<file path="src/mmuPkg.sv">
// Instruction MMU shared definitions
// Segment codes, cache attribute, fetch exception codes, field widths
// and the two views of a virtual fetch address

package mmuPkg;

    // ----------------------------------------
    // Field widths
    // ----------------------------------------
    // Physical frame number, also the page tag
    localparam int PFN_W  = 20;
    // Even/odd page pair number
    localparam int VPN2_W = 19;
    localparam int ASID_W = 8;

    // ----------------------------------------
    // Segment codes, top three address bits
    // ----------------------------------------
    // Direct mapped, cacheability from K0
    localparam logic [2:0] SEG_KSEG0 = 3'b100;
    // Direct mapped, never cached
    localparam logic [2:0] SEG_KSEG1 = 3'b101;
    // Anything else goes through the TLB

    // Cache attribute, every other value means uncached
    localparam logic [2:0] CACHE_CACHED = 3'd3;

    // ----------------------------------------
    // Fetch exception codes
    // ----------------------------------------
    // Address error on load or fetch
    localparam logic [4:0] EXC_ADEL = 5'd4;
    // TLB exception on load or fetch
    localparam logic [4:0] EXC_TLBL = 5'd2;

    // ----------------------------------------
    // Virtual address, two decodes of one word
    // ----------------------------------------
    typedef union packed {
        // Segment view for kseg decode
        struct packed {
            logic [2:0]  seg;
            logic [28:0] segOffset;
        } segView;
        // TLB view, page pair plus even/odd select
        struct packed {
            logic [VPN2_W-1:0] vpn2;
            logic              oddPage;
            logic [11:0]       pageOff;
        } tlbView;
    } vAddrU;

endpackage
</file>
<file path="src/itlbTop.sv">
// Instruction-side address translation top level
// Two-cycle path from fetch PC to physical address, uncached flag
// and fetch exception, with a TLBWI-style TLB write port

`timescale 1ns/10ps

module itlbTop #(
    parameter int TLB_ENTRIES = 16
) (
    input  logic                               clk,
    input  logic                               rst,
    // Fetch request
    input  logic                               fetchReq_i,
    input  logic [31:0]                        vAddr_i,
    input  logic [mmuPkg::ASID_W-1:0]          asid_i,
    input  logic [2:0]                         k0Field_i,
    // TLB write
    input  logic                               tlbWe_i,
    input  logic [$clog2(TLB_ENTRIES)-1:0]     tlbWIndex_i,
    input  logic [mmuPkg::VPN2_W-1:0]          tlbVpn2_i,
    input  logic [mmuPkg::ASID_W-1:0]          tlbAsid_i,
    input  logic                               tlbG_i,
    input  logic [mmuPkg::PFN_W-1:0]           tlbPfn0_i,
    input  logic [2:0]                         tlbC0_i,
    input  logic                               tlbD0_i,
    input  logic                               tlbV0_i,
    input  logic [mmuPkg::PFN_W-1:0]           tlbPfn1_i,
    input  logic [2:0]                         tlbC1_i,
    input  logic                               tlbD1_i,
    input  logic                               tlbV1_i,
    // Result, two edges after the request
    output logic                               resValid_o,
    output logic [31:0]                        pAddr_o,
    output logic                               unCache_o,
    output logic                               excValid_o,
    output logic [4:0]                         excCode_o,
    output logic                               isRefill_o
);

    import mmuPkg::*;

    // Stage one
    logic              s1Valid;
    vAddrU             s1VAddr;
    logic              s1AdEL;
    // TLB lookup and answer
    logic              tlbReq;
    logic [VPN2_W-1:0] tlbVpn2;
    logic              tlbOdd;
    logic              tlbHit;
    logic [PFN_W-1:0]  tlbPfn;
    logic [2:0]        tlbC;
    logic              tlbV;
    // MMU combine
    logic [PFN_W-1:0]  mmuTag;
    logic              mmuUnCache;
    logic              mmuTlbExc;
    logic              mmuRefill;

    fetchAlignCheck u_fetchAlignCheck (
        .clk(clk), .rst(rst),
        .fetchReq_i(fetchReq_i), .vAddr_i(vAddr_i),
        .valid_o(s1Valid), .vAddr_o(s1VAddr), .adEL_o(s1AdEL)
    );

    instMmu u_instMmu (
        .clk(clk), .rst(rst),
        .fetchReq_i(fetchReq_i), .vAddr_i(vAddr_i), .k0Field_i(k0Field_i),
        .hit_i(tlbHit), .pfn_i(tlbPfn), .c_i(tlbC), .v_i(tlbV),
        .tlbReq_o(tlbReq), .tlbVpn2_o(tlbVpn2), .tlbOdd_o(tlbOdd),
        .tag_o(mmuTag), .unCache_o(mmuUnCache),
        .tlbExc_o(mmuTlbExc), .refill_o(mmuRefill)
    );

    // ASID comes straight from the core
    instTlb #(.TLB_ENTRIES(TLB_ENTRIES)) u_instTlb (
        .clk(clk), .rst(rst),
        .lookReq_i(tlbReq), .lookVpn2_i(tlbVpn2),
        .lookOdd_i(tlbOdd), .lookAsid_i(asid_i),
        .tlbWe_i(tlbWe_i), .tlbWIndex_i(tlbWIndex_i),
        .tlbVpn2_i(tlbVpn2_i), .tlbAsid_i(tlbAsid_i), .tlbG_i(tlbG_i),
        .tlbPfn0_i(tlbPfn0_i), .tlbC0_i(tlbC0_i), .tlbD0_i(tlbD0_i), .tlbV0_i(tlbV0_i),
        .tlbPfn1_i(tlbPfn1_i), .tlbC1_i(tlbC1_i), .tlbD1_i(tlbD1_i), .tlbV1_i(tlbV1_i),
        .hit_o(tlbHit), .pfn_o(tlbPfn), .c_o(tlbC), .v_o(tlbV)
    );

    translateResult u_translateResult (
        .clk(clk), .rst(rst),
        .valid_i(s1Valid), .adEL_i(s1AdEL), .pageOff_i(s1VAddr.tlbView.pageOff),
        .tag_i(mmuTag), .unCache_i(mmuUnCache),
        .tlbExc_i(mmuTlbExc), .refill_i(mmuRefill),
        .resValid_o(resValid_o), .pAddr_o(pAddr_o), .unCache_o(unCache_o),
        .excValid_o(excValid_o), .excCode_o(excCode_o), .isRefill_o(isRefill_o)
    );

endmodule

</file>
<file path="src/translateResult.sv">
// Translation result stage
// Merges alignment and TLB faults with AdEL first, builds the
// physical address and registers every output

`timescale 1ns/10ps

module translateResult (
    input  logic                       clk,
    input  logic                       rst,
    // Stage one state
    input  logic                       valid_i,
    input  logic                       adEL_i,
    input  logic [11:0]                pageOff_i,
    // MMU answer
    input  logic [mmuPkg::PFN_W-1:0]   tag_i,
    input  logic                       unCache_i,
    input  logic                       tlbExc_i,
    input  logic                       refill_i,
    // Final result, cycle 2
    output logic                       resValid_o,
    output logic [31:0]                pAddr_o,
    output logic                       unCache_o,
    output logic                       excValid_o,
    output logic [4:0]                 excCode_o,
    output logic                       isRefill_o
);

    import mmuPkg::*;

    // ----------------------------------------
    // Control outputs
    // ----------------------------------------
    always_ff @(posedge clk) begin
        if (!rst) begin
            resValid_o <= 1'b0;
            excValid_o <= 1'b0;
            isRefill_o <= 1'b0;
        end else begin
            resValid_o <= valid_i;
            excValid_o <= valid_i && (adEL_i || tlbExc_i);
            // AdEL masks any refill
            isRefill_o <= valid_i && !adEL_i && refill_i;
        end
    end

    // Payload, held between results
    always_ff @(posedge clk) begin
        if (valid_i) begin
            pAddr_o   <= {tag_i, pageOff_i};
            unCache_o <= unCache_i;
            excCode_o <= adEL_i ? EXC_ADEL : EXC_TLBL;
        end
    end

    // Exception only rides on a result
    aExcHasResult: assert property (
        @(posedge clk) disable iff (!rst)
        excValid_o |-> resValid_o
    ) else $error("translateResult: excValid_o without resValid_o at %0t", $time);

endmodule

</file>
<file path="src/instMmu.sv">
// Instruction MMU segment logic
// Registers the kseg decode of a fetch, issues the TLB lookup for
// mapped segments and folds the TLB answer into tag, uncached flag
// and TLB exception

`timescale 1ns/10ps

module instMmu (
    input  logic                       clk,
    input  logic                       rst,
    // Fetch request, cycle 0
    input  logic                       fetchReq_i,
    input  mmuPkg::vAddrU              vAddr_i,
    // Config K0 field
    input  logic [2:0]                 k0Field_i,
    // TLB answer, cycle 1
    input  logic                       hit_i,
    input  logic [mmuPkg::PFN_W-1:0]   pfn_i,
    input  logic [2:0]                 c_i,
    input  logic                       v_i,
    // TLB lookup, cycle 0
    output logic                       tlbReq_o,
    output logic [mmuPkg::VPN2_W-1:0]  tlbVpn2_o,
    output logic                       tlbOdd_o,
    // Translation, cycle 1
    output logic [mmuPkg::PFN_W-1:0]   tag_o,
    output logic                       unCache_o,
    output logic                       tlbExc_o,
    output logic                       refill_o
);

    import mmuPkg::*;

    logic             inKseg0;
    logic             inKseg1;
    logic             inMapped;
    // Registered segment state
    logic             isKseg0;
    logic             isKseg1;
    logic             isMapped;
    logic             kseg0UnCache;
    logic [PFN_W-1:0] directTag;

    // ----------------------------------------
    // Cycle 0 decode
    // ----------------------------------------
    assign inKseg0  = vAddr_i.segView.seg == SEG_KSEG0;
    assign inKseg1  = vAddr_i.segView.seg == SEG_KSEG1;
    // kuseg and kseg2/3
    assign inMapped = !inKseg0 && !inKseg1;

    // Lookup only for mapped fetches
    assign tlbReq_o  = fetchReq_i && inMapped;
    assign tlbVpn2_o = vAddr_i.tlbView.vpn2;
    assign tlbOdd_o  = vAddr_i.tlbView.oddPage;

    always_ff @(posedge clk) begin
        if (!rst) begin
            isKseg0      <= 1'b0;
            isKseg1      <= 1'b0;
            isMapped     <= 1'b0;
            kseg0UnCache <= 1'b0;
        end else if (fetchReq_i) begin
            isKseg0      <= inKseg0;
            isKseg1      <= inKseg1;
            isMapped     <= inMapped;
            kseg0UnCache <= k0Field_i != CACHE_CACHED;
        end
    end

    // Unmapped frame, top three bits dropped
    always_ff @(posedge clk) begin
        if (fetchReq_i) begin
            directTag <= {3'b000, vAddr_i.segView.segOffset[28:12]};
        end
    end

    // ----------------------------------------
    // Cycle 1 combine
    // ----------------------------------------
    assign tag_o     = isMapped ? pfn_i : directTag;
    // kseg1 is uncached whatever K0 says
    assign unCache_o = (isMapped && (c_i != CACHE_CACHED)) ||
                       (isKseg0 && kseg0UnCache) ||
                       isKseg1;
    // Miss or invalid page
    assign tlbExc_o  = isMapped && !(hit_i && v_i);
    // Only a miss takes the refill vector
    assign refill_o  = isMapped && !hit_i;

    // A TLB lookup always lands on a mapped cycle-1 state
    aReqMapped: assert property (
        @(posedge clk) disable iff (!rst)
        tlbReq_o |=> isMapped
    ) else $error("instMmu: TLB request for unmapped address at %0t", $time);

endmodule

</file>
<file path="src/instTlb.sv">
// Instruction TLB
// Fully associative array of even/odd page pairs with a TLBWI-style
// write port and a registered single-cycle lookup

`timescale 1ns/10ps

module instTlb #(
    parameter int TLB_ENTRIES = 16
) (
    input  logic                               clk,
    input  logic                               rst,
    // Lookup request
    input  logic                               lookReq_i,
    input  logic [mmuPkg::VPN2_W-1:0]          lookVpn2_i,
    input  logic                               lookOdd_i,
    input  logic [mmuPkg::ASID_W-1:0]          lookAsid_i,
    // Indexed write
    input  logic                               tlbWe_i,
    input  logic [$clog2(TLB_ENTRIES)-1:0]     tlbWIndex_i,
    input  logic [mmuPkg::VPN2_W-1:0]          tlbVpn2_i,
    input  logic [mmuPkg::ASID_W-1:0]          tlbAsid_i,
    input  logic                               tlbG_i,
    input  logic [mmuPkg::PFN_W-1:0]           tlbPfn0_i,
    input  logic [2:0]                         tlbC0_i,
    input  logic                               tlbD0_i,
    input  logic                               tlbV0_i,
    input  logic [mmuPkg::PFN_W-1:0]           tlbPfn1_i,
    input  logic [2:0]                         tlbC1_i,
    input  logic                               tlbD1_i,
    input  logic                               tlbV1_i,
    // Lookup result, one cycle after lookReq_i
    output logic                               hit_o,
    output logic [mmuPkg::PFN_W-1:0]           pfn_o,
    output logic [2:0]                         c_o,
    output logic                               v_o
);

    import mmuPkg::*;

    // Entry storage
    logic [VPN2_W-1:0]      vpn2Q [TLB_ENTRIES];
    logic [ASID_W-1:0]      asidQ [TLB_ENTRIES];
    logic [PFN_W-1:0]       pfn0Q [TLB_ENTRIES];
    logic [PFN_W-1:0]       pfn1Q [TLB_ENTRIES];
    logic [2:0]             c0Q   [TLB_ENTRIES];
    logic [2:0]             c1Q   [TLB_ENTRIES];
    // Entry has been written since reset
    logic [TLB_ENTRIES-1:0] liveQ;
    logic [TLB_ENTRIES-1:0] gQ;
    logic [TLB_ENTRIES-1:0] v0Q;
    logic [TLB_ENTRIES-1:0] v1Q;
    // Dirty bits kept for the data side, not checked on fetch
    logic [TLB_ENTRIES-1:0] d0Q;
    logic [TLB_ENTRIES-1:0] d1Q;

    logic [TLB_ENTRIES-1:0] matchVec;
    logic [PFN_W-1:0]       selPfn;
    logic [2:0]             selC;
    logic                   selV;

    // ----------------------------------------
    // Write port
    // ----------------------------------------
    always_ff @(posedge clk) begin
        if (!rst) begin
            liveQ <= '0;
            gQ    <= '0;
            v0Q   <= '0;
            v1Q   <= '0;
        end else if (tlbWe_i) begin
            liveQ[tlbWIndex_i] <= 1'b1;
            gQ[tlbWIndex_i]    <= tlbG_i;
            v0Q[tlbWIndex_i]   <= tlbV0_i;
            v1Q[tlbWIndex_i]   <= tlbV1_i;
        end
    end

    // Payload fields
    always_ff @(posedge clk) begin
        if (tlbWe_i) begin
            vpn2Q[tlbWIndex_i] <= tlbVpn2_i;
            asidQ[tlbWIndex_i] <= tlbAsid_i;
            pfn0Q[tlbWIndex_i] <= tlbPfn0_i;
            pfn1Q[tlbWIndex_i] <= tlbPfn1_i;
            c0Q[tlbWIndex_i]   <= tlbC0_i;
            c1Q[tlbWIndex_i]   <= tlbC1_i;
            d0Q[tlbWIndex_i]   <= tlbD0_i;
            d1Q[tlbWIndex_i]   <= tlbD1_i;
        end
    end

    // ----------------------------------------
    // Associative match
    // ----------------------------------------
    // Global entries ignore the ASID
    always_comb begin
        for (int i = 0; i < TLB_ENTRIES; i++) begin
            matchVec[i] = liveQ[i] && (vpn2Q[i] == lookVpn2_i) &&
                          (gQ[i] || (asidQ[i] == lookAsid_i));
        end
    end

    // OR-select, the match vector is at most one-hot
    always_comb begin
        selPfn = '0;
        selC   = '0;
        selV   = 1'b0;
        for (int i = 0; i < TLB_ENTRIES; i++) begin
            if (matchVec[i]) begin
                selPfn = selPfn | (lookOdd_i ? pfn1Q[i] : pfn0Q[i]);
                selC   = selC | (lookOdd_i ? c1Q[i] : c0Q[i]);
                selV   = selV | (lookOdd_i ? v1Q[i] : v0Q[i]);
            end
        end
    end

    // ----------------------------------------
    // Registered result
    // ----------------------------------------
    always_ff @(posedge clk) begin
        if (!rst) begin
            hit_o <= 1'b0;
        end else begin
            hit_o <= lookReq_i && (|matchVec);
        end
    end

    always_ff @(posedge clk) begin
        if (lookReq_i) begin
            pfn_o <= selPfn;
            c_o   <= selC;
            v_o   <= selV;
        end
    end

    // Software must never load overlapping entries
    aSingleMatch: assert property (
        @(posedge clk) disable iff (!rst)
        lookReq_i |-> $onehot0(matchVec)
    ) else $error("instTlb: multiple entries matched at %0t", $time);

endmodule

</file>
<file path="src/fetchAlignCheck.sv">
// Fetch alignment stage
// Registers the fetch strobe and PC, flags a misaligned PC
// one cycle after the request

`timescale 1ns/10ps

module fetchAlignCheck (
    input  logic         clk,
    input  logic         rst,
    // Fetch request from the PC stage
    input  logic         fetchReq_i,
    input  logic [31:0]  vAddr_i,
    // Stage one view
    output logic         valid_o,
    output mmuPkg::vAddrU vAddr_o,
    output logic         adEL_o
);

    logic misAligned;

    // Instruction words sit on 4-byte boundaries
    assign misAligned = |vAddr_i[1:0];

    // ----------------------------------------
    // Control registers
    // ----------------------------------------
    always_ff @(posedge clk) begin
        if (!rst) begin
            valid_o <= 1'b0;
            adEL_o  <= 1'b0;
        end else begin
            valid_o <= fetchReq_i;
            // Only a live request can fault
            adEL_o  <= fetchReq_i && misAligned;
        end
    end

    // PC carried forward for the page offset
    always_ff @(posedge clk) begin
        if (fetchReq_i) begin
            vAddr_o <= vAddr_i;
        end
    end

    // ----------------------------------------
    // Checks
    // ----------------------------------------
    // Fault flag never outlives its request
    aAdelHasValid: assert property (
        @(posedge clk) disable iff (!rst)
        adEL_o |-> valid_o
    ) else $error("fetchAlignCheck: adEL_o without valid_o at %0t", $time);

endmodule

</file>
<file path="config.mk">
export PLATFORM = sky130hd
export DESIGN_NAME = itlbTop
export DESIGN_NICKNAME = d
export VERILOG_FILES = /design/src/mmuPkg.sv /design/src/itlbTop.sv /design/src/translateResult.sv /design/src/instMmu.sv /design/src/instTlb.sv /design/src/fetchAlignCheck.sv
export SDC_FILE = /design/constraint.sdc
export NUM_CORES = 2
export LEC_CHECK = 0
export BUFFER_PORTS_ARGS = -buffer_cell sky130_fd_sc_hd__buf_2
export CAP_MARGIN = 20
export CORE_AREA = 8 8 290 292
export DETAILED_ROUTE_END_ITERATION = 12
export DIE_AREA = 0 0 298 300
export PLACE_DENSITY = 0.87
export SLEW_MARGIN = 20
export SYNTH_ARGS = -nofsm -noshare
export SYNTH_HDL_FRONTEND = slang
export SYNTH_SLANG_ARGS = --single-unit
</file>
<file path="constraint.sdc">
create_clock -name clk -period 19.87 [get_ports clk]
set_clock_uncertainty 0.05 [all_clocks]
set_input_delay 0.9935 -clock clk [delete_from_list [all_inputs] [get_ports clk]]
set_output_delay 0.9935 -clock clk [all_outputs]
set_load 0.1 [all_outputs]
</file>
Yosys cells after proc, flatten, opt, wreduce, memory -nomap -nowiden --
Memories as Yosys holds them, arrays and structs flattened. Index checks and enable logic that the tools add are counted.
Word-level totals: register bits after elaboration 165, RAM bits 1168, input port bits 129, output and inout port bits 41, word-level logic and storage cells 289, memories 6
Operators by class: order comparisons 2, equality and inequality tests 36, mux-type cells 105, bitwise logic cells 46, reduce and logical (&&, ||, !) cells 71
Memories:
- u_instTlb.pfn0Q | words 16, bits a word 20, read ports 16, clocked after Yosys merged registers in 0, write ports 1, RTL line instTlb.sv:43 | logic [PFN_W-1:0] pfn0Q [TLB_ENTRIES];
- u_instTlb.pfn1Q | words 16, bits a word 20, read ports 16, clocked after Yosys merged registers in 0, write ports 1, RTL line instTlb.sv:44 | logic [PFN_W-1:0] pfn1Q [TLB_ENTRIES];
- u_instTlb.vpn2Q | words 16, bits a word 19, read ports 16, clocked after Yosys merged registers in 0, write ports 1, RTL line instTlb.sv:41 | logic [VPN2_W-1:0] vpn2Q [TLB_ENTRIES];
- u_instTlb.asidQ | words 16, bits a word 8, read ports 16, clocked after Yosys merged registers in 0, write ports 1, RTL line instTlb.sv:42 | logic [ASID_W-1:0] asidQ [TLB_ENTRIES];
- u_instTlb.c0Q | words 16, bits a word 3, read ports 16, clocked after Yosys merged registers in 0, write ports 1, RTL line instTlb.sv:45 | logic [2:0] c0Q [TLB_ENTRIES];
- u_instTlb.c1Q | words 16, bits a word 3, read ports 16, clocked after Yosys merged registers in 0, write ports 1, RTL line instTlb.sv:46 | logic [2:0] c1Q [TLB_ENTRIES];
Operator list (number):
- $mux W20 | 32
- $eq A19 B19 Y1 | 16
- $or A20 B20 Y20 | 15
- $eq A8 B8 Y1 | 16
- $mux W3 | 33
- $bwmux W16 | 3
- $logic_and A1 B1 Y1 | 45
- $or A3 B3 Y3 | 15
- $mux W1 | 35
- $logic_or A1 B1 Y1 | 19
- $mux W17 | 1
- $or A16 B16 Y16 | 1
- $reduce_or A16 Y1 | 1
- $or A1 B1 Y1 | 15
- $eq A3 B3 Y1 const B | 2
- $ne A3 B2 Y1 const B | 2
- $logic_not A1 Y1 | 5
- $lt A4 B5 Y1 const B | 1
- $demux W1 S4 | 1
- $ge A4 B1 Y1 const B | 1
- $reduce_or A2 Y1 | 1

Longest topological paths before layout --
An unclocked memory read counts as a cell.
depth in word-level cells 35, depth in mapped cells 11, gate-level depth less buffers 7

Hierarchy --
Synthesis repeated with hierarchy kept, for this count alone.
Second synthesis, totals: cells, all modules 3181, area total of the unflattened synthesis 54646.2 um^2
Modules (own cells, without submodules):
- instTlb | times used 1, cells each 3016, area each 51310.5 um^2, sequential area each 37095.6 um^2
- translateResult | times used 1, cells each 46, area each 1167.4 um^2, sequential area each 1111.1 um^2
- instMmu | times used 1, cells each 83, area each 1151.1 um^2, sequential area each 590.6 um^2
- fetchAlignCheck | times used 1, cells each 36, area each 1017.2 um^2, sequential area each 1001.0 um^2

Worst setup path after synthesis --
OpenSTA, ideal clock, no wires.
kind in2reg, start point input port tlbWIndex_i[3], end point register u_instTlb.gQ[9], setup time 0.123 ns, arrival time 7.247 ns, data required time 19.697 ns, setup slack 12.450 ns, stages on the path 5, buffers on the path 1, cells stage by stage clkbuf_1 nand2b_1 nor3_1 mux2i_1 nor2b_1
On the way: longest elaborated chain between the ends 5, elaborated cells on any way between the ends 6, classes of those cells 2 x order compare; 3 x mux; 1 x reduce/logical
RTL lines:
- start, declared | RTL line itlbTop.sv:19 | input logic [$clog2(TLB_ENTRIES)-1:0] tlbWIndex_i,
- $lt A4 B5 Y1 (not written as such) or $ge A4 B1 Y1 (tied branches) | RTL line instTlb.sv:72 | gQ[tlbWIndex_i] <= tlbG_i;
- $logic_and A1 B1 Y1 (not written as such) | RTL line instTlb.sv:72
- $mux W1 (not written as such) | RTL line instTlb.sv:72
- $demux W1 S4 (*)
- $bwmux W16 (*) | RTL line instTlb.sv:72
- end signal, assigned by index | RTL line instTlb.sv:72
- end, declared | RTL line instTlb.sv:49 | logic [TLB_ENTRIES-1:0] gQ;
Mark *: on every way between the ends. The rest lies on a longest branch, timed or not. A chain may end at the register's enable or synchronous reset.

Worst setup path in the final report --
start point input port vAddr_i[12], end point register u_instTlb.v_o, data pin
On the way: longest elaborated chain between the ends 32, elaborated cells on any way between the ends 47, classes of those cells 32 x mux; 15 x bitwise
RTL lines:
- start, declared | RTL line itlbTop.sv:14 | input logic [31:0] vAddr_i,
- $mux W1 | RTL line instTlb.sv:112 | selV = selV | (lookOdd_i ? v1Q[i] : v0Q[i]);
- $mux W1 | RTL line instTlb.sv:109 | if (matchVec[i]) begin
- $or A1 B1 Y1 | RTL line instTlb.sv:112
- $mux W1 | RTL line instTlb.sv:109
- $or A1 B1 Y1 | RTL line instTlb.sv:112
- $mux W1 | RTL line instTlb.sv:109
- $or A1 B1 Y1 | RTL line instTlb.sv:112
- $mux W1 | RTL line instTlb.sv:109
- [17 not listed]
- $mux W1 | RTL line instTlb.sv:109
- $or A1 B1 Y1 | RTL line instTlb.sv:112
- $mux W1 | RTL line instTlb.sv:109
- $or A1 B1 Y1 | RTL line instTlb.sv:112
- $mux W1 | RTL line instTlb.sv:109
- $or A1 B1 Y1 | RTL line instTlb.sv:112
- $mux W1 (*) | RTL line instTlb.sv:109
- via u_instTlb.selV | RTL line instTlb.sv:59 | logic selV;
- end signal, assigned | RTL line instTlb.sv:132 | v_o <= selV;
- end, declared | RTL line instTlb.sv:35 | output logic v_o
Mark *: on every way through the listed nets, which the timed path passes. The rest lies on a longest branch.

==> flow_summary.yaml <==
clocking:
  cts_resized: 0
  clock_latency_ps: 720
  cts_tree: "yes"
  cts_max_level: 3
  ctsRootBufferMaster: "clkbuf_16"
  cts_made_buffers: 119
  cts_hold_buf: 0
  post_cts_buffers: 0
  clock_sinks: 1330
  clk_path_buf_depth: 3
  clkTransAtPathRegs_ps: 60
synthesis:
  synth_top_area_cell: "edfxtp_1"
  synth_cells: 2984
  synth_top_area_share_pct: 72.4
  avgSynthCellArea_um2: 17.5
  synthDistinctLibCells: 33
  synth_warnings: 0
  synth-seq-area-share_pct: 75.2
  syn_area_um2: 52100
  ys_ff_latch: 1330
  synth.area.top_cells: "edfxtp_1, mux2i_1, xor2_1"
cells_and_area:
  layout.cells.most_common: "edfxtp_1"
  fillers: 4489
  area.growth.synth_to_final_pct: 10.0
  final_util_pct: 72.0
  drive_above_1_share_pct: 12.9
  fin_nets: 3270
  mostFrequentLayoutCells: "edfxtp_1, mux2i_1, xor2_1"
floorplanning:
  initial_utilization_pct: 65.4
  fp-row-count: 104
  io_pins: 170
  die_w_um: 298
  fp.dieArea_um2: 89400
  coreArea_um2: 79600
  die_height_um: 300
grt:
  grt_max_degree: 94
  track_usage_pct: 28.4
  grt.overflow.total: 0
  grt_pass1_vias: 29000
  grt_pass1_wl_mm: 187
  antenna_found_initial: 10
run_status:
  status: "finished, final reports clean"
setup_path:
  crit_path_start_kind: "input pin"
  worstPathArrival_ps: 4580
  critPathRequiredTime_ps: 20190
  path_class: "input pin to flop"
  crit_fanout: 93
  end_kind: "flop"
detailed_routing:
  avgViaCountPerCell: 6.61
  drt_iter0_markers: 3595
  wl_mm: 130
  drc: 0
  dr.pass1.iters: 5
  ant_nets: 0
  num_vias: 28500
  post_drt_wl_per_cell_um: 30.3
sta:
  grt_setup_unrepaired: "false"
  worst_slew_pin_slew_ps: 1230
  hold_viol: 0
  maxSlewHeadroom_pct: 18.0
  min_period_ps: 4260
  tns_ps: 0
  setup_viol: 0
  post-route-period-util_pct: 21.4
  report.final.slew_viol_count: 0
  fmax_mhz: 235
worst_hold_path:
  min_path_type: "flop to flop"
placed_design:
  port_buffers: 164
  place_hpwl_mm: 67.7
  place_congestion: 0.796
power:
  p_per_area_nw_per_um2: 99.0
  p_leak_nw: 19.5
  ir_drop_uv: 81.7
flow_run:
  max_cap_violations: 0
[per-stage QoR]
| step | instances | setup slack, ps | hold slack, ps | total power [W] | instance area [um^2] |
|---|---|---|---|---|---|
| after floorplan | 2986 | 12450 | 350 | 0.00339 | 52100 |
| after global placement | 4078 | 15200 | 350 | 0.00348 | 53500 |
| after detailed placement | 4078 | 15010 | 355 | 0.00349 | 53500 |
| after CTS | 4295 | 15690 | 364 | 0.00568 | 57200 |
| after global routing | 4300 | 15500 | 375 | 0.00580 | 57300 |
| final | 4305 | 15610 | 366 | 0.00568 | 57300 |
[kinds of logic (layout without fill, tap and decap cells)]
family	count (synthesis)	after routing	synth area share (%)
XOR/XNOR	432	432	7.26
buffers and inverters	170	421	2.20
multiplexers	443	443	8.55
AO/OA/AOI/OAI	239	239	2.88
flip-flops	1330	1330	75.2
other	1	11	0.00720
AND/OR/NAND/NOR	369	369	3.85
[final timing paths]
kind,slack [ps],start,cells after the start,end
setup reg to reg,16450,u_instTlb.vpn2Q[8][7]$_DFFE_PP_,7,u_instTlb.pfn_o[7]$_DFFE_PP_
setup / recovery,15610,vAddr_i[12],7,u_instTlb.v_o$_DFFE_PP_
hold / removal,370,u_fetchAlignCheck.vAddr_o[7]$_DFFE_PP_,0,u_translateResult.pAddr_o[7]$_DFFE_PP_
hold reg to reg,370,u_fetchAlignCheck.vAddr_o[7]$_DFFE_PP_,0,u_translateResult.pAddr_o[7]$_DFFE_PP_
[state kept, by name, indices dropped and copies added (netlist names), 12 cells and up]
name and cells:
u_translateResult.pAddr_o 32, u_instTlb.asidQ 128, u_instTlb.liveQ 16, u_instTlb.gQ 16, u_instTlb.v1Q 16, u_instTlb.c0Q 48, u_instTlb.vpn2Q 304, u_instTlb.pfn0Q 320
u_instTlb.c1Q 48, u_instTlb.pfn1Q 320, u_fetchAlignCheck.vAddr_o 12, u_instTlb.v0Q 16, u_instMmu.directTag 17, u_instTlb.pfn_o 20
[final cells by class]
cell class                 instances  area [um^2]  area share, %
timing repair buffer             198         1130           1.97
tap                             1060         1330           2.31
clock inverter                    62          587           1.02
inverter                           6         27.5         0.0480
sequential                      1330        39200           68.4
antenna                            8         20.0         0.0349
clock buffer                     155         3170           5.54
multi-input combinational       1486        11900           20.7
[Yosys cell counts]
| master | number |
|---|---|
| edfxtp_1 | 1256 |
| mux2i_1 | 426 |
| xor2_1 | 320 |
| o22ai_1 | 192 |
| xnor2_1 | 112 |
| nor2_1 | 105 |
| nor4_1 | 76 |
| dfxtp_1 | 74 |
| clkbuf_1 | 63 |
| nand4_1 | 60 |
| buf_6 | 43 |
| nor2b_1 | 43 |
| buf_2 | 39 |
| nand2_1 | 24 |
| a21oi_1 | 19 |
| nand3_1 | 19 |
| mux2_2 | 17 |
| o21a_1 | 17 |
| or4_1 | 16 |
| buf_4 | 12 |
| nor3_1 | 8 |
| a21boi_0 | 7 |
| inv_1 | 6 |
| nand2b_1 | 6 |
| and2_1 | 5 |
| buf_8 | 5 |
| nor4_2 | 5 |
| o21ai_0 | 3 |
| buf_12 | 2 |
| a41oi_1 | 1 |
| conb_1 | 1 |
| nor4b_1 | 1 |
| or3_1 | 1 |
[critical path, cell delays in order]
cell and delay, ps:
buf_8 650, buf_4 920, buf_4 950, mux2i_1 320
o22ai_1 120, nor2_1 140, nand4_1 220
[per-layer routing]
layer | global-route usage [%] | wire length (um) | vias up
li1 | - | - | 11800
met1 | 35.8 | 44900 | 14300
met2 | 47.6 | 64900 | 2008
met3 | 5.49 | 14200 | 371
met4 | 13.4 | 6350 | 6
met5 | 0 | 51 | -
[report_power, final]
| part | internal (W) | switching [W] | leakage [nW] |
|---|---|---|---|
| registers | 0.00313 | 0.0000270 | 12.0 |
| clock network | 0.00124 | 0.000989 | 1.84 |
| logic | 0.0000813 | 0.000205 | 5.65 |
No activity file was read; power rests on OpenSTA's default activity.
